$ cat src/rtl/prbs_link_pkg.sv
package prbs_link_pkg;

    ////////////////////////////////////////////////////////////////////
    // Widths and basic vector types
    ////////////////////////////////////////////////////////////////////

    // Fiber lanes on the board
    localparam int N_LANES = 8;

    // One bit per lane
    typedef logic [N_LANES-1:0] lane_mask_t;
    // CCB command code
    typedef logic [5:0]         ccb_cmd_t;
    // Phase code shown on the upper LED nibble
    typedef logic [3:0]         phase_code_t;
    // Boot phase timer in clk40 cycles
    typedef logic [7:0]         timer_t;
    // Front-panel LED byte
    typedef logic [7:0]         led_t;

    // Decoded CCB commands
    localparam ccb_cmd_t CMD_BX0     = 6'h01;
    localparam ccb_cmd_t CMD_RESYNC  = 6'h03;
    localparam ccb_cmd_t CMD_BXRESET = 6'h32;

    // Boot timer thresholds
    localparam timer_t T_TX_EN       = 8'd20;
    localparam timer_t T_RX_EN       = 8'd40;
    localparam timer_t T_INJECT_END  = 8'd140;
    localparam timer_t T_CLEAR_START = 8'd160;
    localparam timer_t T_CHECK_START = 8'd180;

    // LED phase codes
    localparam phase_code_t PH_RESET        = 4'b0001;
    localparam phase_code_t PH_EN_TX        = 4'b0010;
    localparam phase_code_t PH_TX_DONE      = 4'b0011;
    localparam phase_code_t PH_EN_RX        = 4'b0100;
    localparam phase_code_t PH_RX_DONE      = 4'b0101;
    localparam phase_code_t PH_INJECT       = 4'b0110;
    localparam phase_code_t PH_INJECT_DONE  = 4'b1000;
    localparam phase_code_t PH_INJECT_CLEAR = 4'b0111;
    localparam phase_code_t PH_CHECK        = 4'b1111;

    ////////////////////////////////////////////////////////////////////
    // Boot sequencer states
    ////////////////////////////////////////////////////////////////////

    typedef enum logic [3:0] {
        ST_RESET             = 4'd0,
        ST_EN_TX             = 4'd1,
        ST_EN_TX_DONE        = 4'd2,
        ST_EN_RX             = 4'd3,
        ST_EN_RX_DONE        = 4'd4,
        ST_PRBS_INJECT       = 4'd5,
        ST_PRBS_INJECT_DONE  = 4'd6,
        ST_PRBS_INJECT_CLEAR = 4'd7,
        ST_EN_PRBS_CK        = 4'd8
    } boot_state_t;

    ////////////////////////////////////////////////////////////////////
    // Structs passed between stages
    ////////////////////////////////////////////////////////////////////

    // Raw CCB bus as it arrives, all fields active low
    typedef struct packed {
        logic     strobe_n;
        ccb_cmd_t cmd_n;
    } ccb_rx_t;

    // One-cycle decoded CCB events
    typedef struct packed {
        logic bx0_pulse;
        logic resync;
        logic bxreset;
    } ccb_evt_t;

    // Sequencer controls toward the transceivers and the LED logic
    typedef struct packed {
        logic        tx_reset;
        logic        rx_reset;
        logic        err_clear;
        logic        error_inject;
        logic        show_errors;
        phase_code_t phase;
    } boot_ctrl_t;

endpackage

$ cat src/rtl/ccb_cmd_decoder.sv
`timescale 1ns/10ps

module ccb_cmd_decoder (
    input  logic                   clk40,
    input  logic                   PRBS_reset,
    input  prbs_link_pkg::ccb_rx_t ccb_rx_i,
    output prbs_link_pkg::ccb_evt_t ccb_evt_o
);

    import prbs_link_pkg::*;

    ////////////////////////////////////////////////////////////////////
    // Stage 1  bus capture
    ////////////////////////////////////////////////////////////////////

    // Raw active-low bus, idles at all ones
    ccb_rx_t  ccb_raw_q;
    // Active-high view of the captured bus
    logic     cmd_strobe;
    ccb_cmd_t cmd_code;

    always_ff @(posedge clk40 or posedge PRBS_reset) begin
        if (PRBS_reset) begin
            ccb_raw_q <= '1;
        end else begin
            ccb_raw_q <= ccb_rx_i;
        end
    end

    // Undo the bus polarity
    assign cmd_strobe = ~ccb_raw_q.strobe_n;
    assign cmd_code   = ~ccb_raw_q.cmd_n;

    ////////////////////////////////////////////////////////////////////
    // Stage 2  command compare
    ////////////////////////////////////////////////////////////////////

    logic bx0_lvl_q;
    logic resync_q;
    logic bxreset_q;
    // Previous bx0 level for the edge detect
    logic bx0_lvl_d1_q;

    always_ff @(posedge clk40 or posedge PRBS_reset) begin
        if (PRBS_reset) begin
            bx0_lvl_q <= 1'b0;
            resync_q  <= 1'b0;
            bxreset_q <= 1'b0;
        end else begin
            // Only a strobed command counts
            bx0_lvl_q <= cmd_strobe && (cmd_code == CMD_BX0);
            resync_q  <= cmd_strobe && (cmd_code == CMD_RESYNC);
            bxreset_q <= cmd_strobe && (cmd_code == CMD_BXRESET);
        end
    end

    always_ff @(posedge clk40 or posedge PRBS_reset) begin
        if (PRBS_reset) begin
            bx0_lvl_d1_q <= 1'b0;
        end else begin
            bx0_lvl_d1_q <= bx0_lvl_q;
        end
    end

    // Held bx0 gives a single pulse on its rising edge
    assign ccb_evt_o.bx0_pulse = bx0_lvl_q & ~bx0_lvl_d1_q;
    // Levels follow the captured command
    assign ccb_evt_o.resync    = resync_q;
    assign ccb_evt_o.bxreset   = bxreset_q;

    // Two distinct codes can never decode from one capture
    a_evt_exclusive : assert property (
        @(posedge clk40) disable iff (PRBS_reset)
        !(ccb_evt_o.resync && ccb_evt_o.bxreset)
    );

endmodule

$ cat src/rtl/link_boot_fsm.sv
`timescale 1ns/10ps

module link_boot_fsm (
    input  logic                      clk40,
    input  logic                      PRBS_reset,
    input  prbs_link_pkg::ccb_evt_t   ccb_evt_i,
    input  logic                      inject_i,
    input  prbs_link_pkg::lane_mask_t tx_reset_done_i,
    input  prbs_link_pkg::lane_mask_t rx_reset_done_i,
    output prbs_link_pkg::boot_ctrl_t boot_ctrl_o
);

    import prbs_link_pkg::*;

    boot_state_t state_q;
    boot_state_t state_d;
    timer_t      timer_q;
    // Timer is held at zero in the reset and wait-for-done states
    logic        timer_clr;
    // All lanes report done
    logic        tx_all_done;
    logic        rx_all_done;

    assign tx_all_done = &tx_reset_done_i;
    assign rx_all_done = &rx_reset_done_i;

    ////////////////////////////////////////////////////////////////////
    // State and timer registers
    ////////////////////////////////////////////////////////////////////

    always_ff @(posedge clk40 or posedge PRBS_reset) begin
        if (PRBS_reset) begin
            state_q <= ST_RESET;
        end else begin
            state_q <= state_d;
        end
    end

    assign timer_clr = (state_q == ST_RESET)      ||
                       (state_q == ST_EN_TX_DONE) ||
                       (state_q == ST_EN_RX_DONE);

    always_ff @(posedge clk40 or posedge PRBS_reset) begin
        if (PRBS_reset) begin
            timer_q <= '0;
        end else if (timer_clr) begin
            timer_q <= '0;
        end else begin
            // Wraps harmlessly in the check state
            timer_q <= timer_q + 8'd1;
        end
    end

    ////////////////////////////////////////////////////////////////////
    // Next state
    ////////////////////////////////////////////////////////////////////

    always_comb begin
        state_d = state_q;
        case (state_q)
            ST_RESET: begin
                state_d = ST_EN_TX;
            end
            ST_EN_TX: begin
                if (timer_q >= T_TX_EN) begin
                    state_d = ST_EN_TX_DONE;
                end
            end
            ST_EN_TX_DONE: begin
                if (tx_all_done) begin
                    state_d = ST_EN_RX;
                end
            end
            ST_EN_RX: begin
                if (timer_q >= T_RX_EN) begin
                    state_d = ST_EN_RX_DONE;
                end
            end
            ST_EN_RX_DONE: begin
                if (rx_all_done) begin
                    state_d = ST_PRBS_INJECT;
                end
            end
            ST_PRBS_INJECT: begin
                if (timer_q >= T_INJECT_END) begin
                    state_d = ST_PRBS_INJECT_DONE;
                end
            end
            ST_PRBS_INJECT_DONE: begin
                if (timer_q >= T_CLEAR_START) begin
                    state_d = ST_PRBS_INJECT_CLEAR;
                end
            end
            ST_PRBS_INJECT_CLEAR: begin
                if (timer_q >= T_CHECK_START) begin
                    state_d = ST_EN_PRBS_CK;
                end
            end
            // Check state holds until a resync
            ST_EN_PRBS_CK: begin
                state_d = ST_EN_PRBS_CK;
            end
            default: begin
                state_d = ST_RESET;
            end
        endcase
        // Resync restarts the whole sequence from any state
        if (ccb_evt_i.resync) begin
            state_d = ST_RESET;
        end
    end

    ////////////////////////////////////////////////////////////////////
    // Control decode
    ////////////////////////////////////////////////////////////////////

    always_comb begin
        boot_ctrl_o = '0;
        case (state_q)
            ST_RESET: begin
                boot_ctrl_o.tx_reset = 1'b1;
                boot_ctrl_o.rx_reset = 1'b1;
                boot_ctrl_o.phase    = PH_RESET;
            end
            ST_EN_TX: begin
                // TX out of reset, RX still held
                boot_ctrl_o.rx_reset = 1'b1;
                boot_ctrl_o.phase    = PH_EN_TX;
            end
            ST_EN_TX_DONE: begin
                boot_ctrl_o.rx_reset = 1'b1;
                boot_ctrl_o.phase    = PH_TX_DONE;
            end
            ST_EN_RX: begin
                boot_ctrl_o.phase = PH_EN_RX;
            end
            ST_EN_RX_DONE: begin
                // Forced errors start while RX locks
                boot_ctrl_o.error_inject = 1'b1;
                boot_ctrl_o.phase        = PH_RX_DONE;
            end
            ST_PRBS_INJECT: begin
                boot_ctrl_o.error_inject = 1'b1;
                boot_ctrl_o.show_errors  = 1'b1;
                boot_ctrl_o.phase        = PH_INJECT;
            end
            ST_PRBS_INJECT_DONE: begin
                // Injected errors are wiped here
                boot_ctrl_o.error_inject = 1'b1;
                boot_ctrl_o.err_clear    = 1'b1;
                boot_ctrl_o.show_errors  = 1'b1;
                boot_ctrl_o.phase        = PH_INJECT_DONE;
            end
            ST_PRBS_INJECT_CLEAR: begin
                boot_ctrl_o.show_errors = 1'b1;
                boot_ctrl_o.phase       = PH_INJECT_CLEAR;
            end
            ST_EN_PRBS_CK: begin
                // Operator inject or a bx0 forces one error
                boot_ctrl_o.error_inject = inject_i | ccb_evt_i.bx0_pulse;
                boot_ctrl_o.err_clear    = ccb_evt_i.bxreset;
                boot_ctrl_o.show_errors  = 1'b1;
                boot_ctrl_o.phase        = PH_CHECK;
            end
            default: begin
                boot_ctrl_o.tx_reset = 1'b1;
                boot_ctrl_o.rx_reset = 1'b1;
                boot_ctrl_o.phase    = PH_RESET;
            end
        endcase
    end

    // RX must never leave reset before TX
    a_tx_before_rx : assert property (
        @(posedge clk40) disable iff (PRBS_reset)
        boot_ctrl_o.tx_reset |-> boot_ctrl_o.rx_reset
    );

    a_state_legal : assert property (
        @(posedge clk40) disable iff (PRBS_reset)
        state_q inside {[ST_RESET:ST_EN_PRBS_CK]}
    );

endmodule

$ cat src/rtl/prbs_error_monitor.sv
`timescale 1ns/10ps

module prbs_error_monitor (
    input  logic                      clk40,
    input  logic                      PRBS_reset,
    input  prbs_link_pkg::boot_ctrl_t boot_ctrl_i,
    input  prbs_link_pkg::lane_mask_t prbs_error_i,
    output prbs_link_pkg::lane_mask_t latched_error_o,
    output prbs_link_pkg::led_t       led_o
);

    import prbs_link_pkg::*;

    // Sticky per-lane error flags
    lane_mask_t err_latch_q;
    // Lanes 7..4 as seen on the panel
    logic [3:0] led_err;

    ////////////////////////////////////////////////////////////////////
    // Sticky latch
    ////////////////////////////////////////////////////////////////////

    always_ff @(posedge clk40 or posedge PRBS_reset) begin
        if (PRBS_reset) begin
            err_latch_q <= '0;
        end else if (boot_ctrl_i.err_clear) begin
            // Clear wins over new errors in the same cycle
            err_latch_q <= '0;
        end else begin
            err_latch_q <= err_latch_q | prbs_error_i;
        end
    end

    assign latched_error_o = err_latch_q;

    ////////////////////////////////////////////////////////////////////
    // LED byte
    ////////////////////////////////////////////////////////////////////

    // Blank the error nibble until the sequencer enables it
    assign led_err = boot_ctrl_i.show_errors ? err_latch_q[7:4] : 4'b0000;
    assign led_o   = {boot_ctrl_i.phase, led_err};

    // After a lone clear the mask rebuilds from the following cycle only
    a_clear_restart : assert property (
        @(posedge clk40) disable iff (PRBS_reset)
        (boot_ctrl_i.err_clear ##1 !boot_ctrl_i.err_clear)
            |=> (err_latch_q == $past(prbs_error_i))
    );

endmodule

$ cat src/rtl/prbs_link_top.sv
`timescale 1ns/10ps

module prbs_link_top (
    input  logic                      clk40,
    input  logic                      PRBS_reset,
    input  prbs_link_pkg::ccb_rx_t    ccb_rx_i,
    input  logic                      inject_i,
    input  prbs_link_pkg::lane_mask_t tx_reset_done_i,
    input  prbs_link_pkg::lane_mask_t rx_reset_done_i,
    input  prbs_link_pkg::lane_mask_t prbs_error_i,
    output logic                      gtx_tx_reset_o,
    output logic                      gtx_rx_reset_o,
    output logic                      error_inject_o,
    output prbs_link_pkg::led_t       led_o,
    output prbs_link_pkg::lane_mask_t latched_error_o
);

    import prbs_link_pkg::*;

    // Decoded CCB events into the sequencer
    ccb_evt_t   ccb_evt;
    // Sequencer controls to the monitor and the transceiver pins
    boot_ctrl_t boot_ctrl;

    ////////////////////////////////////////////////////////////////////
    // CCB decode, boot sequencer, error monitor
    ////////////////////////////////////////////////////////////////////

    ccb_cmd_decoder u_ccb_dec (
        .clk40      (clk40),
        .PRBS_reset (PRBS_reset),
        .ccb_rx_i   (ccb_rx_i),
        .ccb_evt_o  (ccb_evt)
    );

    link_boot_fsm u_boot_fsm (
        .clk40           (clk40),
        .PRBS_reset      (PRBS_reset),
        .ccb_evt_i       (ccb_evt),
        .inject_i        (inject_i),
        .tx_reset_done_i (tx_reset_done_i),
        .rx_reset_done_i (rx_reset_done_i),
        .boot_ctrl_o     (boot_ctrl)
    );

    prbs_error_monitor u_err_mon (
        .clk40           (clk40),
        .PRBS_reset      (PRBS_reset),
        .boot_ctrl_i     (boot_ctrl),
        .prbs_error_i    (prbs_error_i),
        .latched_error_o (latched_error_o),
        .led_o           (led_o)
    );

    // Transceiver reset and inject lines
    assign gtx_tx_reset_o = boot_ctrl.tx_reset;
    assign gtx_rx_reset_o = boot_ctrl.rx_reset;
    assign error_inject_o = boot_ctrl.error_inject;

endmodule

$ cat config.mk
export PLATFORM = sky130hd
export DESIGN_NAME = prbs_link_top
export DESIGN_NICKNAME = d
export VERILOG_FILES = /design/src/rtl/prbs_link_pkg.sv /design/src/rtl/ccb_cmd_decoder.sv /design/src/rtl/link_boot_fsm.sv /design/src/rtl/prbs_error_monitor.sv /design/src/rtl/prbs_link_top.sv
export SDC_FILE = /design/constraint.sdc
export NUM_CORES = 1
export LEC_CHECK = 0
export BUFFER_PORTS_ARGS = -buffer_cell sky130_fd_sc_hd__buf_2
export CORE_UTILIZATION = 49
export CTS_CLUSTER_DIAMETER = 150
export DETAILED_ROUTE_END_ITERATION = 6
export PLACE_DENSITY = 0.86
export SLEW_MARGIN = 20
export SYNTH_ARGS = -nofsm -noshare
export SYNTH_HDL_FRONTEND = slang
export SYNTH_SLANG_ARGS = --single-unit
$ cat constraint.sdc
create_clock -name clk40 -period 2.8 [get_ports clk40]
set_clock_uncertainty 0.05 [all_clocks]
set_input_delay 0.42 -clock clk40 [delete_from_list [all_inputs] [get_ports clk40]]
set_output_delay 0.42 -clock clk40 [all_outputs]
set_load 0.005 [all_outputs]
==> results <==
- The cell depth of the worst setup path is 4.
- The overall die width is approximately 58 µm.
- The launch point of the worst reg-to-reg path is u_boot_fsm.state_q[3].
- The I/O pin count is 53.
- The total area inside the core boundary comes to between 2000 and 3000 µm².
- The root cell of the clock tree is clkbuf_4.
- The synthesized netlist contains 39 unique library cells.
- Across all hold checks on the routed design, the worst slack comes to ~0.15 ns.
- Fill cells in the final layout number between 200 and 250.
- The proportion of layout cells with a drive suffix above 1 is about 34%.
- The data required time at the worst endpoint is approximately 2.3 ns.
- The kind of end point of the critical path is an output port.
- The clock net in this run drives a total of 31 sinks.
- The worst-path cell with the longest stage delay is dfrtp_1.
- The total die area is around 3400 µm².
- TritonCTS built the clock tree.
- The final worst-path cycle share is 83.25%.
- The worst register-to-register path has a depth of 5.
- In this run the vertical extent of the chip is between 50 and 60 µm.
- Along the worst path, the maximum fanout reaches 15.
- The sequential group share of total power is approximately two fifths.
- The first-pass iteration count of the detailed router is 6.
- The top cell types in the final layout, fill and taps aside, are buf_2 (52), nor2_1 (34), dfrtp_1 (24).
- The leakage power figure is ~0.86 nW.
- Data on the critical path arrives at its endpoint at 1.86 ns.
- The fraction of the mapped netlist area in compound gates is about an eighth.
- For this block, the routed nets add up to roughly 3000 µm of wire.
- After detailed routing, the average wire length per cell comes to approximately 12 µm.
- Tracing the worst setup path back leads to its startpoint at u_boot_fsm.state_q[3].
- The switching part of the total power is a little under two fifths.
- Walking the worst path, the cells encountered are nand2b_1, o21ai_0, and2_1, buf_2.
- The detailed router's first-iteration violation count is 28.
- The count of warnings emitted by yosys is 0.
- For this run, asynchronously set or reset flops after synthesis account for between 90% and 100%.
- The clock period minus final worst setup slack is 2.331 ns.
- For this design, the CTS-stage hold fixing added 0 buffers.
- The net switching component of the power is around 630 µW.
- Summing all non-filler instances in the final layout gives an area of about 1900 µm².
- The HPWL after detailed placement is approximately 2300 µm.
- The area of the mapped netlist is 1531 µm².
- The vias per cell is approximately 5.4.
- The synthesized area divided by synthesized cell count is ~9.8 µm².
- The worst register-to-register path ends at u_boot_fsm.state_q[0].
- After detailed routing, the number of remaining DRC violations is 5.
- Headroom to the max-slew limit came out at 36.22%.
- The remaining antenna violation count after routing is 0.
- The number of enable-type register cells in the synthesized netlist is 0.
- The portion of total power attributed to combinational logic is slightly above 40%.
- The routed layout has 1305 vias.
- Routability-driven placement finished with a final weighted congestion of 0.8421.
- The number of antenna violations at the first check in global routing is 0.
- The pin count of the biggest net entering global routing is 28.
- Once the floorplan was initialized, standard cells occupied between 50% and 60% of the core.
- The largest voltage drop on the vdd net is ~0.52 mV.
- The post-layout utilization of the core is about two thirds.
- The startpoint class of the critical path is a flop.
- The combinational family with the most area after synthesis is simple AND/OR/NAND/NOR gates.
- In this run the deepest clock path goes through 2 buffers.
- The number of gates resized after CTS was 0.
- In this run the number of H-tree levels came out at 2.
- Following the worst setup path forward leads to its endpoint at led_o[3].
- Multiplexer cells account for less than 1% of the synthesized area.
- Setup slack on the worst reg-to-reg path comes out at around 0.7 ns.
- The count of buffering cells on the critical path with inverters included is 1.
- Summing the areas of all fa, ha and maj instances in the mapped netlist gives under 10% of the synthesized area.
- The number of core rows is 19.
- The kind of cell with the highest combined delay along the critical path is flip-flops.
- The power density over cell area is between 800 and 900 nW/µm².
- The total of endpoints with negative setup slack in the final report is 0.
- In this design, the stage delay of the slowest critical-path cell is 0.55 ns.
- The number of antenna cells inserted is 0.
- The worst-margin pin slew is ~0.96 ns.
- At the end of the flow, the number of nets in the layout was around 250.
- The run finished, with violations left.
- Of the total synthesized cell area, the portion taken by XOR and XNOR cells is 4.575%.
- Synthesis handed over a netlist of ~160 instances.
- The layout overhead on the synthesized area is 22.47%.
- The tightest min-delay check is of the input port to flop type.
- Static timing analysis puts the maximum clock frequency at ~0.43 GHz.
- The portion of the post-synthesis area used by sequential elements is 51.23%.
- For this run, the leading register cell type out of synthesis is dfrtp_1.
- The final reports fail on DRC.
- The synthesized design contains 31 register bits.
- Leaving out fill and tap cells, the most frequent cell in the layout is buf_2.
- The first global-routing pass estimated approximately 5000 µm of wire.
- The clock buffer count from CTS is 5.
- The hold violation total from the final report is 0.
- The category of the critical setup timing path is flop to output port.
- Summing internal, switching and leakage power gives between 1.5 and 2 mW.
- Setup repair after global routing left no endpoint under its margin.
- The final setup TNS is 0 ns.
- The total grt overflow is 0.
- After detailed placement, the total cell area comes to about 1800 µm².
- After clock tree synthesis, the clock-pin slew on the worst setup and hold paths is approximately 0.090 ns.
- After clock tree synthesis, the setup repair step added 0 buffers.
- Internal power comes to 1.041 mW.
- The later pin in the worst-skew pair is clocked with a latency of roughly 0.32 ns.
- During placement, the flow inserted port buffers numbering 52.
- The total count of max-transition violations in the final report is 0.
- The number of global-route vias before repair came to 1185.
- The clock share of power is between 10% and 20%.
- Global routing used between 20% and 30% of the available tracks.
- The tool flagged a number of max-cap violations equal to 0.
- The synthesized netlist devotes 25.98% of its cell area to simple gates.
- Counting every net in the synthesized netlist gives around 190.
## how the worst min path moves through the flow
stage	startpoint	end	depth (start not counted)
detailed placement	u_ccb_dec.bx0_lvl_q	u_ccb_dec.bx0_lvl_d1_q	0
CTS	ccb_rx_i[1]	u_ccb_dec.ccb_raw_q[1]	1
global route	ccb_rx_i[6]	u_ccb_dec.ccb_raw_q[6]	1
floorplan	u_ccb_dec.bx0_lvl_q	u_ccb_dec.bx0_lvl_d1_q	0
finish	ccb_rx_i[1]	u_ccb_dec.ccb_raw_q[1]	1
global placement	u_ccb_dec.bx0_lvl_q	u_ccb_dec.bx0_lvl_d1_q	0
## registers in the layout (all words and copies together) (netlist names)
signal	count
u_ccb_dec.ccb_raw_q	7
u_ccb_dec.bxreset_q	1
u_ccb_dec.resync_q	1
u_boot_fsm.timer_q	8
u_ccb_dec.bx0_lvl_d1_q	1
u_ccb_dec.bx0_lvl_q	1
u_err_mon.latched_error_o	8
u_boot_fsm.state_q	4
## power groups by stage
stage                     combinational [mW]  sequential [mW]  clock, mW
after global routing                   0.772            0.714      0.319
after floorplan                        0.509            0.630          0
after CTS                              0.688            0.693      0.302
final                                  0.683            0.696      0.289
after global placement                 0.671            0.697          0
after detailed placement               0.687            0.699          0
## worst reg2reg max path, cell delays in order (launching register included)
cell      delay, ns
dfrtp_1        0.55
nand2b_1       0.32
or4_1          0.45
nor2_1         0.14
or3_4          0.17
mux2_4         0.29
## cell type report
class                           instances  area (µm²)  share of cell area [%]
Inverter                                7       26.28                   1.401
Timing Repair Buffer                   53       267.8                   14.28
Clock buffer                            8       68.82                   3.669
Sequential cell                        31       784.5                   41.83
Tap cell                               31       38.79                   2.068
Multi-Input combinational cell        113       689.4                   36.76
## cells in the mapped netlist (2+ instances only)
cell type,instances,area share (%)
nor2_1,34,8.3
dfrtp_1,24,39
nand4_1,8,3.3
dfstp_2,7,12
inv_1,7,1.7
and2_1,6,2.5
nand3_1,6,2.0
a21oi_1,5,1.6
nand2_1,5,1.2
o21ai_0,5,1.6
xor2_1,5,2.9
nand2b_1,4,1.6
nor2b_1,3,1.2
nor3_1,3,0.98
o211ai_1,3,1.5
o21a_1,3,1.5
xnor2_1,3,1.7
buf_1,2,0.49
clkbuf_1,2,0.49
ha_1,2,1.6
nor4b_1,2,1.1
## metal layers
metal | part of all wire, % | GRT usage [%]
met3 | 7.7 | 6.027
met5 | 0 | 0
met1 | 44 | 25.08
met4 | 1.0 | 6.122
met2 | 47 | 33.50
## stage by stage
step	setup slack [ns]	std cells
floorplan	0.8044	157
global placement	0.7703	235
detailed placement	0.7429	235
CTS	0.4688	243
global route	0.3185	243
finish	0.4691	243
## kinds of logic after synthesis
group           Yosys count
buf+inv                  13
flops                    31
compound gates           24
fa+ha+maj                 2
mux                       1
xor+xnor                  8
simple gates             78
(Power assumes the default switching activity.)
